$ cat config.mk
export PLATFORM = sky130hd
export DESIGN_NAME = video_crop
export DESIGN_NICKNAME = d
export VERILOG_FILES = /design/src/logic/raster_pkg.sv /design/src/logic/key_pkg.sv /design/src/logic/line_timer.sv /design/src/logic/frame_timer.sv /design/src/logic/border_adjust.sv /design/src/logic/screen_monitor.sv /design/src/logic/pixel_rate.sv /design/src/logic/video_crop.sv
export VERILOG_INCLUDE_DIRS = /design/src /design/src/logic
export SDC_FILE = /design/constraint.sdc
export NUM_CORES = 1
export LEC_CHECK = 0
export BUFFER_PORTS_ARGS = -buffer_cell sky130_fd_sc_hd__buf_2
export CORE_ASPECT_RATIO = 1.25
export CORE_MARGIN = 2
export CORE_UTILIZATION = 65
export CTS_CLUSTER_DIAMETER = 120
export CTS_CLUSTER_SIZE = 16
export DETAILED_ROUTE_END_ITERATION = 10
export PLACE_DENSITY = 0.85
export SLEW_MARGIN = 25
export SYNTH_ARGS = -nofsm -noshare
export SYNTH_HDL_FRONTEND = slang
export SYNTH_HIERARCHICAL = 1
export SYNTH_SLANG_ARGS = --single-unit
$ cat constraint.sdc
create_clock -name clk_sys -period 6.8 [get_ports clk_sys]
set_input_delay 0.34 -clock clk_sys [delete_from_list [all_inputs] [get_ports clk_sys]]
set_output_delay 0.34 -clock clk_sys [all_outputs]
set_load 0.03 [all_outputs]
$ cat src/logic/crop_macros.svh
`ifndef CROP_MACROS_SVH
`define CROP_MACROS_SVH

// width of pixel and line counters and of every border offset
`define COUNT_W 12

// offset change per arrow key
`define HSTEP 4   // pixels per left or right key
`define VSTEP 1   // lines per up or down key

// horizontal blanking
`define FORCE_MARGIN 8   // clocks kept dark at each line end
`define BLANK_LEAD 2     // border blank switches this early

// lines after vsync end before the forced vblank lifts
`define VS_TAIL 2

// pixel enable accumulator, pulse taken from its top bit
`define PIX_ACC_W 4

`endif

$ cat src/logic/raster_pkg.sv
`default_nettype none
`include "crop_macros.svh"

package raster_pkg;

	typedef logic [`COUNT_W-1:0] count_t;

	// resolution flags from the chipset
	typedef logic [1:0] res_t;
	localparam int RES_HIRES  = 0;
	localparam int RES_SHIRES = 1;

	// screen record for the host, refreshed once per frame
	typedef struct packed {
		count_t     hbl_l;
		count_t     hbl_r;
		count_t     vbl_t;
		count_t     vbl_b;
		count_t     hsize;
		count_t     vsize;
		res_t       res;
		logic [6:0] chg_cnt;   // steps on res or size change
	} screen_info_t;

endpackage

`default_nettype wire

$ cat src/logic/key_pkg.sv
`default_nettype none

package key_pkg;

	// host keyboard codes that move the border
	typedef enum logic [7:0] {
		KEY_BACKSPACE    = 8'h41,
		KEY_UP           = 8'h4c,
		KEY_DOWN         = 8'h4d,
		KEY_RIGHT        = 8'h4e,
		KEY_LEFT         = 8'h4f,
		KEY_LALT_PRESS   = 8'h64,
		KEY_RALT_PRESS   = 8'h65,
		KEY_LALT_RELEASE = 8'he4,
		KEY_RALT_RELEASE = 8'he5
	} key_code_e;

	// what kbd_data carries on the host channel
	typedef enum logic [1:0] {
		KBD_NONE    = 2'd0,
		KBD_MOUSE   = 2'd1,
		KBD_KEYCODE = 2'd3
	} kbd_type_e;

endpackage

`default_nettype wire

$ cat src/logic/line_timer.sv
`timescale 1ns/1ps
`default_nettype none
`include "crop_macros.svh"

module line_timer import raster_pkg::*; (
	input  logic   clk_sys,
	input  logic   reset,
	input  logic   hs,        // active low
	input  logic   hblank,
	input  logic   field1,
	input  count_t vcnt,
	input  count_t hbl_l,
	input  count_t hbl_r,
	output logic   hbl_out,
	output count_t hsize
);

	count_t hcnt;
	count_t hend;   // count at end of hblank
	count_t hsta;   // count at start of hblank
	count_t hmax;   // line length
	logic   old_hs;
	logic   old_hblank;
	logic   shbl;   // movable border blank
	logic   fhbl;   // forced blank near sync
	logic   hblank_fall;
	logic   hblank_rise;
	logic   hs_fall;
	count_t shbl_off_at;
	count_t shbl_on_at;
	count_t fhbl_on_at;

	assign hblank_fall = old_hblank & ~hblank;
	assign hblank_rise = ~old_hblank & hblank;
	assign hs_fall     = old_hs & ~hs;

	// targets wrap at counter width
	assign shbl_off_at = hend + hbl_l - count_t'(`BLANK_LEAD);
	assign shbl_on_at  = hsta + hbl_r - count_t'(`BLANK_LEAD);
	assign fhbl_on_at  = hmax - count_t'(`FORCE_MARGIN);

	assign hbl_out = fhbl | shbl | ~hs;

	always_ff @(posedge clk_sys or posedge reset) begin
		if (reset) begin
			hcnt       <= '0;
			hend       <= '0;
			hsta       <= '0;
			hmax       <= '0;
			hsize      <= '0;
			old_hs     <= 1'b1;
			old_hblank <= 1'b0;
			shbl       <= 1'b1;
			fhbl       <= 1'b1;
		end else begin
			old_hs     <= hs;
			old_hblank <= hblank;

			if (~hs)
				hcnt <= '0;   // restart while in sync
			else
				hcnt <= hcnt + count_t'(1);

			if (hblank_fall) hend <= hcnt;
			if (hblank_rise) hsta <= hcnt;
			if (hs_fall)     hmax <= hcnt;

			if (hcnt == shbl_off_at) shbl <= 1'b0;
			if (hcnt == shbl_on_at)  shbl <= 1'b1;

			if (hcnt == count_t'(`FORCE_MARGIN)) fhbl <= 1'b0;
			if (hcnt == fhbl_on_at)              fhbl <= 1'b1;

			// width taken on line 1 of even fields only
			if (hblank_rise & ~field1 & (vcnt == count_t'(1)))
				hsize <= hcnt - hend;
		end
	end

endmodule

`default_nettype wire

$ cat src/logic/frame_timer.sv
`timescale 1ns/1ps
`default_nettype none
`include "crop_macros.svh"

module frame_timer import raster_pkg::*; (
	input  logic   clk_sys,
	input  logic   reset,
	input  logic   hs,        // active low
	input  logic   vs,        // active low
	input  logic   vblank,
	input  logic   lace,
	input  logic   field1,
	input  logic   hbl_out,
	input  count_t vbl_t,
	input  count_t vbl_b,
	output count_t vcnt,
	output count_t vsize,
	output logic   hde,
	output logic   vde
);

	count_t vend;       // line at end of vblank
	count_t vmax;       // lines per field
	count_t vs_end;     // line at end of vsync
	count_t f1_vend;
	count_t f1_vsize;   // active height of odd field
	logic   old_hs;
	logic   old_vs;
	logic   old_vblank;
	logic   old_hbl;
	logic   svbl;       // movable border blank
	logic   fvbl;       // forced blank around vsync
	logic   measured;   // one full field seen
	logic   vblank_rise;
	logic   vblank_fall;
	logic   line_eval;
	count_t svbl_off_at;
	count_t svbl_on_at;
	count_t fvbl_on_at;
	count_t fvbl_off_at;

	assign vblank_rise = ~old_vblank & vblank;
	assign vblank_fall = old_vblank & ~vblank;
	assign line_eval   = (old_hbl & ~hbl_out) | (vcnt == '0);

	assign svbl_off_at = vend + vbl_t;
	// negative bottom offset counts back from the field end
	assign svbl_on_at  = vbl_b[`COUNT_W-1] ? vmax + vbl_b : vbl_b;
	assign fvbl_on_at  = vmax - count_t'(1);
	assign fvbl_off_at = vs_end + count_t'(`VS_TAIL);

	assign vde = ~(fvbl | svbl);

	always_ff @(posedge clk_sys or posedge reset) begin
		if (reset) begin
			vcnt <= '0;
			vsize <= '0;
			vend <= '0;
			vmax <= '0;
			vs_end <= '0;
			f1_vend <= '0;
			f1_vsize <= '0;
			old_hs <= 1'b1;
			old_vs <= 1'b1;
			old_vblank <= 1'b1;
			old_hbl <= 1'b1;
			svbl <= 1'b1;
			fvbl <= 1'b1;
			measured <= 1'b0;
			hde <= 1'b0;
		end else begin
			old_hs <= hs;
			old_vs <= vs;
			old_vblank <= vblank;
			old_hbl <= hbl_out;

			if (vblank_rise)
				vcnt <= '0;
			else if (old_hs & ~hs)
				vcnt <= vcnt + count_t'(1);

			if (~lace | ~field1) begin
				if (vblank_fall)   vend <= vcnt;
				if (~old_vs & vs)  vs_end <= vcnt;
				if (vblank_rise) begin
					vmax     <= vcnt;
					vsize    <= vcnt - vend + f1_vsize;   // odd field height folded in
					f1_vsize <= '0;
					measured <= 1'b1;
				end
			end else begin
				if (vblank_fall) f1_vend <= vcnt;
				if (vblank_rise) f1_vsize <= vcnt - f1_vend;
			end

			if (line_eval) begin
				if (vcnt == svbl_off_at) svbl <= 1'b0;
				if (vcnt == svbl_on_at)  svbl <= 1'b1;
				if (vcnt == fvbl_on_at)  fvbl <= 1'b1;
				if (measured && vcnt == fvbl_off_at) fvbl <= 1'b0;
			end

			hde <= ~hbl_out & measured;
		end
	end

endmodule

`default_nettype wire

$ cat src/logic/border_adjust.sv
`timescale 1ns/1ps
`default_nettype none
`include "crop_macros.svh"

module border_adjust import raster_pkg::*, key_pkg::*; (
	input  logic       clk_sys,
	input  logic       reset,
	input  logic [7:0] kbd_data,
	input  kbd_type_e  kbd_type,
	input  logic       kbd_level,   // toggles per event
	input  logic       preset_load,
	input  count_t     preset_hbl_l,
	input  count_t     preset_hbl_r,
	input  count_t     preset_vbl_t,
	input  count_t     preset_vbl_b,
	output count_t     hbl_l,
	output count_t     hbl_r,
	output count_t     vbl_t,
	output count_t     vbl_b
);

	logic old_level;
	logic alt;   // arrows move right and bottom edges
	logic key_event;

	assign key_event = (old_level ^ kbd_level) && (kbd_type == KBD_KEYCODE);

	always_ff @(posedge clk_sys or posedge reset) begin
		if (reset) begin
			old_level <= 1'b0;
			alt   <= 1'b0;
			hbl_l <= '0;
			hbl_r <= '0;
			vbl_t <= '0;
			vbl_b <= '0;
		end else begin
			old_level <= kbd_level;

			if (key_event) begin
				case (kbd_data)
					KEY_BACKSPACE: begin
						hbl_l <= '0;
						hbl_r <= '0;
						vbl_t <= '0;
						vbl_b <= '0;
					end
					KEY_UP:
						if (alt)
							vbl_b <= vbl_b + count_t'(`VSTEP);
						else
							vbl_t <= vbl_t + count_t'(`VSTEP);
					KEY_DOWN:
						if (alt)
							vbl_b <= vbl_b - count_t'(`VSTEP);
						else
							vbl_t <= vbl_t - count_t'(`VSTEP);
					KEY_LEFT:
						if (alt)
							hbl_r <= hbl_r + count_t'(`HSTEP);
						else
							hbl_l <= hbl_l + count_t'(`HSTEP);
					KEY_RIGHT:
						if (alt)
							hbl_r <= hbl_r - count_t'(`HSTEP);
						else
							hbl_l <= hbl_l - count_t'(`HSTEP);
					KEY_LALT_PRESS, KEY_RALT_PRESS:     alt <= 1'b1;
					KEY_LALT_RELEASE, KEY_RALT_RELEASE: alt <= 1'b0;
					default: ;
				endcase
			end

			// preset wins over a key in the same clock
			if (preset_load) begin
				hbl_l <= preset_hbl_l;
				hbl_r <= preset_hbl_r;
				vbl_t <= preset_vbl_t;
				vbl_b <= preset_vbl_b;
			end
		end
	end

endmodule

`default_nettype wire

$ cat src/logic/screen_monitor.sv
`timescale 1ns/1ps
`default_nettype none

module screen_monitor import raster_pkg::*; (
	input  logic         clk_sys,
	input  logic         reset,
	input  logic         vblank,
	input  res_t         res,
	input  count_t       hbl_l,
	input  count_t       hbl_r,
	input  count_t       vbl_t,
	input  count_t       vbl_b,
	input  count_t       hsize,
	input  count_t       vsize,
	output screen_info_t info
);

	logic old_vblank;
	logic changed;   // against last latched record

	assign changed = (info.res != res) || (info.hsize != hsize) || (info.vsize != vsize);

	always_ff @(posedge clk_sys or posedge reset) begin
		if (reset) begin
			old_vblank <= 1'b0;
			info <= '0;
		end else begin
			old_vblank <= vblank;

			// latch once per frame at start of display
			if (old_vblank & ~vblank) begin
				info.hbl_l <= hbl_l;
				info.hbl_r <= hbl_r;
				info.vbl_t <= vbl_t;
				info.vbl_b <= vbl_b;
				info.hsize <= hsize;
				info.vsize <= vsize;
				info.res   <= res;
				if (changed)
					info.chg_cnt <= info.chg_cnt + 7'd1;
			end
		end
	end

endmodule

`default_nettype wire

$ cat src/logic/pixel_rate.sv
`timescale 1ns/1ps
`default_nettype none
`include "crop_macros.svh"

module pixel_rate import raster_pkg::*; (
	input  logic clk_sys,
	input  logic reset,
	input  logic vs,         // active low
	input  logic hblank,
	input  logic vblank,
	input  logic fast_pix,
	input  res_t res,
	output logic ce_pix
);

	logic [`PIX_ACC_W-1:0] acc;
	logic [`PIX_ACC_W-1:0] acc_sum;
	logic [`PIX_ACC_W-1:0] step;   // 1, 2 or 4
	res_t fs_res;                  // res seen this frame
	logic old_vs;

	assign acc_sum = acc + step;

	always_ff @(posedge clk_sys or posedge reset) begin
		if (reset) begin
			acc <= '0;
			step <= `PIX_ACC_W'(1);
			fs_res <= '0;
			old_vs <= 1'b1;
			ce_pix <= 1'b0;
		end else begin
			old_vs <= vs;
			ce_pix <= acc_sum[`PIX_ACC_W-1];   // reached 8
			acc <= {1'b0, acc_sum[`PIX_ACC_W-2:0]};

			if (~hblank & ~vblank) fs_res <= fs_res | res;

			// rate for the next frame
			if (old_vs & ~vs) begin
				fs_res <= '0;
				acc <= '0;
				step <= `PIX_ACC_W'(1);
				if (fs_res[RES_HIRES]) step <= `PIX_ACC_W'(2);
				if (fs_res[RES_SHIRES] | fast_pix) step <= `PIX_ACC_W'(4);
			end
		end
	end

endmodule

`default_nettype wire

$ cat src/logic/video_crop.sv
`timescale 1ns/1ps
`default_nettype none

module video_crop import raster_pkg::*, key_pkg::*; (
	input  logic         clk_sys,
	input  logic         reset,
	input  logic         hs,          // active low
	input  logic         vs,          // active low
	input  logic         hblank,
	input  logic         vblank_in,
	input  logic         field1,
	input  logic         lace,
	input  res_t         res,
	input  logic [7:0]   kbd_data,
	input  kbd_type_e    kbd_type,
	input  logic         kbd_level,
	input  logic         preset_load,
	input  count_t       preset_hbl_l,
	input  count_t       preset_hbl_r,
	input  count_t       preset_vbl_t,
	input  count_t       preset_vbl_b,
	input  logic         fast_pix,
	output logic         hde,
	output logic         vde,
	output logic         ce_pix,
	output screen_info_t info
);

	logic   vblank;
	logic   hbl_out;
	count_t vcnt;
	count_t hsize;
	count_t vsize;
	count_t hbl_l;
	count_t hbl_r;
	count_t vbl_t;
	count_t vbl_b;

	assign vblank = vblank_in | ~vs;   // vsync counts as blank

	line_timer i_line_timer (
		.clk_sys (clk_sys), .reset (reset),
		.hs      (hs),      .hblank (hblank), .field1 (field1),
		.vcnt    (vcnt),    .hbl_l  (hbl_l),  .hbl_r  (hbl_r),
		.hbl_out (hbl_out), .hsize  (hsize)
	);

	frame_timer i_frame_timer (
		.clk_sys (clk_sys), .reset (reset),
		.hs      (hs),      .vs    (vs),    .vblank (vblank),
		.lace    (lace),    .field1 (field1), .hbl_out (hbl_out),
		.vbl_t   (vbl_t),   .vbl_b (vbl_b),
		.vcnt    (vcnt),    .vsize (vsize), .hde (hde), .vde (vde)
	);

	border_adjust i_border_adjust (
		.clk_sys (clk_sys), .reset (reset),
		.kbd_data (kbd_data), .kbd_type (kbd_type), .kbd_level (kbd_level),
		.preset_load (preset_load),
		.preset_hbl_l (preset_hbl_l), .preset_hbl_r (preset_hbl_r),
		.preset_vbl_t (preset_vbl_t), .preset_vbl_b (preset_vbl_b),
		.hbl_l (hbl_l), .hbl_r (hbl_r), .vbl_t (vbl_t), .vbl_b (vbl_b)
	);

	screen_monitor i_screen_monitor (
		.clk_sys (clk_sys), .reset (reset), .vblank (vblank), .res (res),
		.hbl_l (hbl_l), .hbl_r (hbl_r), .vbl_t (vbl_t), .vbl_b (vbl_b),
		.hsize (hsize), .vsize (vsize), .info (info)
	);

	pixel_rate i_pixel_rate (
		.clk_sys (clk_sys), .reset (reset),
		.vs (vs), .hblank (hblank), .vblank (vblank),
		.fast_pix (fast_pix), .res (res), .ce_pix (ce_pix)
	);

endmodule

`default_nettype wire

* After elaboration in Yosys (flattened, before gate mapping) *
Cells that the tools add are included.
Widths: inputs -> output; s select.

storage, ports and cells
  output and inout bits = 84
  input bits = 71
  bits in registers = 297
  word-level logic and storage cells = 201

cells by class
  equality and inequality tests = 30
  $add $sub $neg = 25
  reductions and logical operators = 29
  mux-type cells = 41
  bitwise logic cells = 34

operators with widths
  kind                   number
  $mux 12                23
  $pmux 12 s3            4
  $eq 12x12->1           7
  $add 12x12->12         5
  $eq 8x7->1 const B     7
  $add 12x1->12 const B  4
  $sub 12x1->12 const B  3
  $sub 12x12->12         3
  $add 12x3->12 const B  2
  $ne 12x12->1           2
  $sub 12x2->12 const B  2
  $sub 12x3->12 const B  2
  $eq 8x8->1 const B     2
  $reduce_and 2->1       8
  $reduce_and 4->1       4
  $reduce_bool 2->1      8
  $and 1x1->1            13
  $add 12x2->12 const B  1
  $eq 12x1->1 const B    1
  $eq 12x4->1 const B    1
  $logic_not 12->1       1
  $ne 3x2->1 const B     4
  $ne 3x3->1 const B     4
  $not 1->1              12
  other kinds (16)       36

* Logic depth before layout (Yosys ltp) *
  depth in word-level cells = 6
  mapped depth = 14
  depth with buffers taken out = 14

* Modules after synthesis *
The synthesis kept the hierarchy.

modules (own cells, without submodules)
  module          cells an instance  sequential area each (um2)  times used  area an instance (um2)
  frame_timer     809                2309.7                      1           6967.9
  line_timer      560                1605.3                      1           5048.6
  border_adjust   461                1251.2                      1           3895.0
  screen_monitor  218                2052.0                      1           3359.5
  pixel_rate      35                 252.7                       1           456.7
  video_crop      1                  0.0                         1           6.3

* Least setup slack after synthesis *
OpenSTA, ideal clock, no wires.

  path kind = register to register
  from = register i_frame_timer.vcnt[1]
  to = register i_frame_timer.vsize[11]
  stages on the path, launching flop included = 14
  library setup time = 0.131 ns
  arrival = 3.079 ns
  path buffers = 1
  slack = 3.590 ns
  period minus slack after synthesis = 3.210 ns
  required time = 6.669 ns
  cell sequence = dfrtp_1 -> clkbuf_1 -> inv_1 -> fa_1 -> inv_1 -> ha_1 -> a21o_1 -> a21oi_1 -> nor2b_1 -> nor4_1 -> nor3_1 -> o31a_1 -> xnor2_1 -> o21ai_1

on the way
  cells in the longest elaborated chain, start to end = 2

RTL lines
  item                    RTL line           text
  start, declared         frame_timer.sv:16  output count_t vcnt,
  start signal, assigned  frame_timer.sv:80  vcnt <= vcnt + count_t'(1);
  $sub 12x12->12          frame_timer.sv:87  vsize <= vcnt - vend + f1_vsize;
  $add 12x12->12          frame_timer.sv:87
  end signal, assigned    frame_timer.sv:87
  end, declared           frame_timer.sv:17  output count_t vsize,

No other way between the ends.
A chain may end at the register's enable or synchronous reset.

* Final worst setup path *
  from = register i_frame_timer.vcnt[1]
  to = register i_frame_timer.vsize[10]

The elaborated chain is that of the path after synthesis.

==> reports/results.ini <==
[place]
port-buffer-count = 154
dpl.hpwl_mm = 37.9
gp_congestion = 0.960

[clock_tree]
cts_buffer_depth = 3
cts_root_buf = clkbuf_16
ctsHtreeMaxLevel = 1
cts_tree = done
cts_buffers = 22
path_clk_slew_ns = 0.09
cts_setup_buffers = 0
clk_latency_ns = 0.55
cts_resized = 0
numClockSinks = 298

[worst_setup_path]
ff2ff_setup_slack_ns = 3.29
worst-path-max-fanout = 12
reg2regPathDepth = 11
reg2reg_to = i_frame_timer/vsize[10]
path_buf_inv = 1
critical_path.endpoint_type = flop
cp_slowest_cell = dfrtp_1
path_class = flop to flop
slowest_delay_ns = 0.66
worstPathArrival_ns = 3.95
worstPathCellList = inv_1 > fa_1 > fa_1 > nor2b_1 > o21ai_1 > a21boi_1 > o21ai_1 > a21oi_1 > o211ai_1 > and3_1 > o31ai_1
cp.required_ns = 7.24
cp_top_family = adder cells
critPathLaunchType = flop
reg2reg_from = i_frame_timer/vcnt[1]

[die]
core_area_mm2 = 0.0300
rows = 71
io_pins = 155
die_h_um = 199
die_w_um = 160
floorplan.initialDensity_pct = 65.7
dieArea_mm2 = 0.0318

[detailed_routing]
wl_per_cell_um = 20.0
detail_route.iter0.violations = 1130
ant_nets = 0
viasPerCell = 6.22
wl_mm = 52.2
remaining_drc_errors = 0
via_count = 16200
drt_pass1_iterations = 5

[worst_hold_path]
min_from = preset_hbl_l[1]
min_path_cells = 2
hold_class = primary input to flop
holdPathEnd = i_border_adjust/hbl_l[1]

[finish]
nets = 2415
area_growth_pct = 8.62
drive_above_1_share_pct = 16.7
fillers = 2275

[global_route]
grt_pass1_vias = 16400
track_usage_pct = 32.7
grt_overflow = 0
antenna_found_initial = 4
grt_pass1_wl_mm = 84.1
grt_max_degree = 79

[power_and_ir_drop]
design_power_total_mw = 5.98
vdd_ir_drop_max_uv = 226
pwr_density_cell_mw_per_mm2 = 279
leakagePower_nw = 9.90

[synth]
synth_edf_count = 0
yosysUniqueCellTypes = 103
synth.area.mux_share_pct = 6.57
ys_ff_latch = 298
syn_nets = 2309
synth_ff_type = dfrtp_1
synth_compound_area_share_pct = 15.0
yosysSeqAreaShare_pct = 37.9
synthXorXnorAreaFrac_pct = 9.99
synth_fa_ha_area_share_pct = 10.5
syn_avg_cell_area_um2 = 9.47
synth_top_family_by_area = compound AO/OA/AOI/OAI gates
ys_warn_count = 6
synth_area_mm2 = 0.0197
netlist_instances = 2084
async_reset_ff_share_pct = 100
synthSimpleGateAreaFrac_pct = 14.3

[sta]
finalHoldViolCount = 0
worst_slew_pin_slew_ns = 0.905
max_slew_margin_pct = 39.7
grt_setup_unrepaired = false
setup_violations = 0
finalCriticalPeriod_ns = 3.51
finalClockSkew_ns = 0.0345
fmax_mhz = 285
min_period_over_period_pct = 51.5
tns_ns = 0
slew_violations = 0

[job]
max_cap_viol_count = 0

[run_status]
outcome = finished, final reports clean

[worst max path at each step]
stage / from / to / slack (ns) / cells past startpoint
floorplan: kbd_data[5] / i_border_adjust/vbl_b[10] / 3.59 / 13
global placement: kbd_data[5] / i_border_adjust/vbl_b[10] / 3.21 / 13
detailed placement: kbd_data[5] / i_border_adjust/vbl_t[8] / 3.12 / 13
CTS: i_line_timer/hend[1] / i_line_timer/shbl / 3.36 / 13
global route: i_frame_timer/vcnt[1] / i_frame_timer/vsize[11] / 3.06 / 12
finish: i_frame_timer/vcnt[1] / i_frame_timer/vsize[10] / 3.29 / 11
[cells in the final DEF (no fill, tap or decap), drive strengths merged, types with 13 or more instances in the layout]
| cell type | count |
|---|---|
| o22ai | 13 |
| nor3 | 59 |
| nand2b | 16 |
| or4 | 15 |
| fa | 20 |
| buf | 170 |
| clkbuf | 34 |
| nor2b | 22 |
| xnor2 | 158 |
| or3 | 15 |
| a21oi | 93 |
| ha | 134 |
| mux2 | 113 |
| nor4 | 19 |
| a22oi | 18 |
| dfrtp | 287 |
| nand2 | 160 |
| a31oi | 14 |
| a21o | 17 |
| and3 | 15 |
| a211oi | 26 |
| and2 | 19 |
| inv | 193 |
| o21ai | 163 |
| nand4 | 31 |
| nor2 | 82 |
| nand3 | 52 |
| xor2 | 61 |
[Yosys cell counts, drive strengths merged (20+ instances only)]
| master | instances | area share (%) |
|---|---|---|
| buf | 28 | 0.77 |
| xnor2 | 158 | 7.2 |
| a21oi | 93 | 2.4 |
| a211oi | 26 | 0.99 |
| fa | 20 | 2.0 |
| nor3 | 59 | 1.5 |
| nor2b | 22 | 0.74 |
| nand3 | 52 | 1.3 |
| nor2 | 82 | 1.6 |
| xor2 | 61 | 2.7 |
| mux2 | 113 | 6.5 |
| nand2 | 160 | 3.0 |
| ha | 134 | 8.5 |
| dfrtp | 287 | 36 |
| nand4 | 31 | 0.98 |
| o21ai | 163 | 4.2 |
| inv | 195 | 3.7 |
| clkbuf | 64 | 1.2 |
[power breakdown]
group	total, mW	switching, mW	internal (mW)
clock network	1.25	0.640	0.606
logic	2.32	1.34	0.977
registers	2.42	0.341	2.08
[metal layers]
layer,track usage (%),wire [um],vias up
li1,-,-,7515
met1,37.7,19400,7870
met2,60.1,26600,644
met3,4.59,3390,192
met4,15.7,2750,0
met5,0,0,-
[state kept, by name, indices dropped and copies added (netlist names), 2 cells and up]
name	count
i_border_adjust/hbl_l	12
i_border_adjust/hbl_r	12
i_border_adjust/vbl_b	12
i_border_adjust/vbl_t	12
i_frame_timer/f1_vend	12
i_frame_timer/f1_vsize	12
i_frame_timer/vcnt	12
i_frame_timer/vend	12
i_frame_timer/vmax	12
i_frame_timer/vs_end	12
i_frame_timer/vsize	12
i_line_timer/hcnt	12
i_line_timer/hend	12
i_line_timer/hmax	12
i_line_timer/hsize	12
i_line_timer/hsta	12
i_pixel_rate/acc	3
i_pixel_rate/fs_res	2
i_pixel_rate/step	3
i_screen_monitor/info	81
[metrics by stage]
| step | util [%] | setup slack, ns | cell area (um2) | hold slack, ns | std cells |
|---|---|---|---|---|---|
| 3_5_place_dp | 69.1 | 3.12 | 20700 | 0.363 | 2562 |
| 6_report | 71.4 | 3.29 | 21400 | 0.0148 | 2606 |
| 4_1_cts | 71.3 | 3.36 | 21400 | 0.00224 | 2602 |
| 2_1_floorplan | - | 3.59 | 19700 | 0.179 | 2084 |
| 5_1_grt | 71.4 | 3.06 | 21400 | 0.0221 | 2604 |
| 3_3_place_gp | 69.1 | 3.21 | 20700 | 0.364 | 2562 |
[layout make-up]
class | instances | area (um2) | share of cell area, %
antenna | 3 | 7.51 | 0.0350
clock buffer | 34 | 596 | 2.78
clock inverter | 2 | 25.0 | 0.117
inverter | 200 | 753 | 3.51
multi-input combinational | 1494 | 11100 | 52.0
sequential | 298 | 7470 | 34.9
tap | 401 | 502 | 2.34
timing repair buffer | 174 | 938 | 4.38
[logic make-up after synthesis]
group / count (synthesis)
simple gates: 546
mux: 115
fa+ha+maj: 154
flops: 298
xor+xnor: 219
compound gates: 460
buf+inv: 292
[repair_timing]
action	in CTS	in global routing
endpoints found under the setup margin	0	0
hold buffers	4	0
hold endpoints to repair	49	0
No activity file was read; power rests on OpenSTA's default activity.
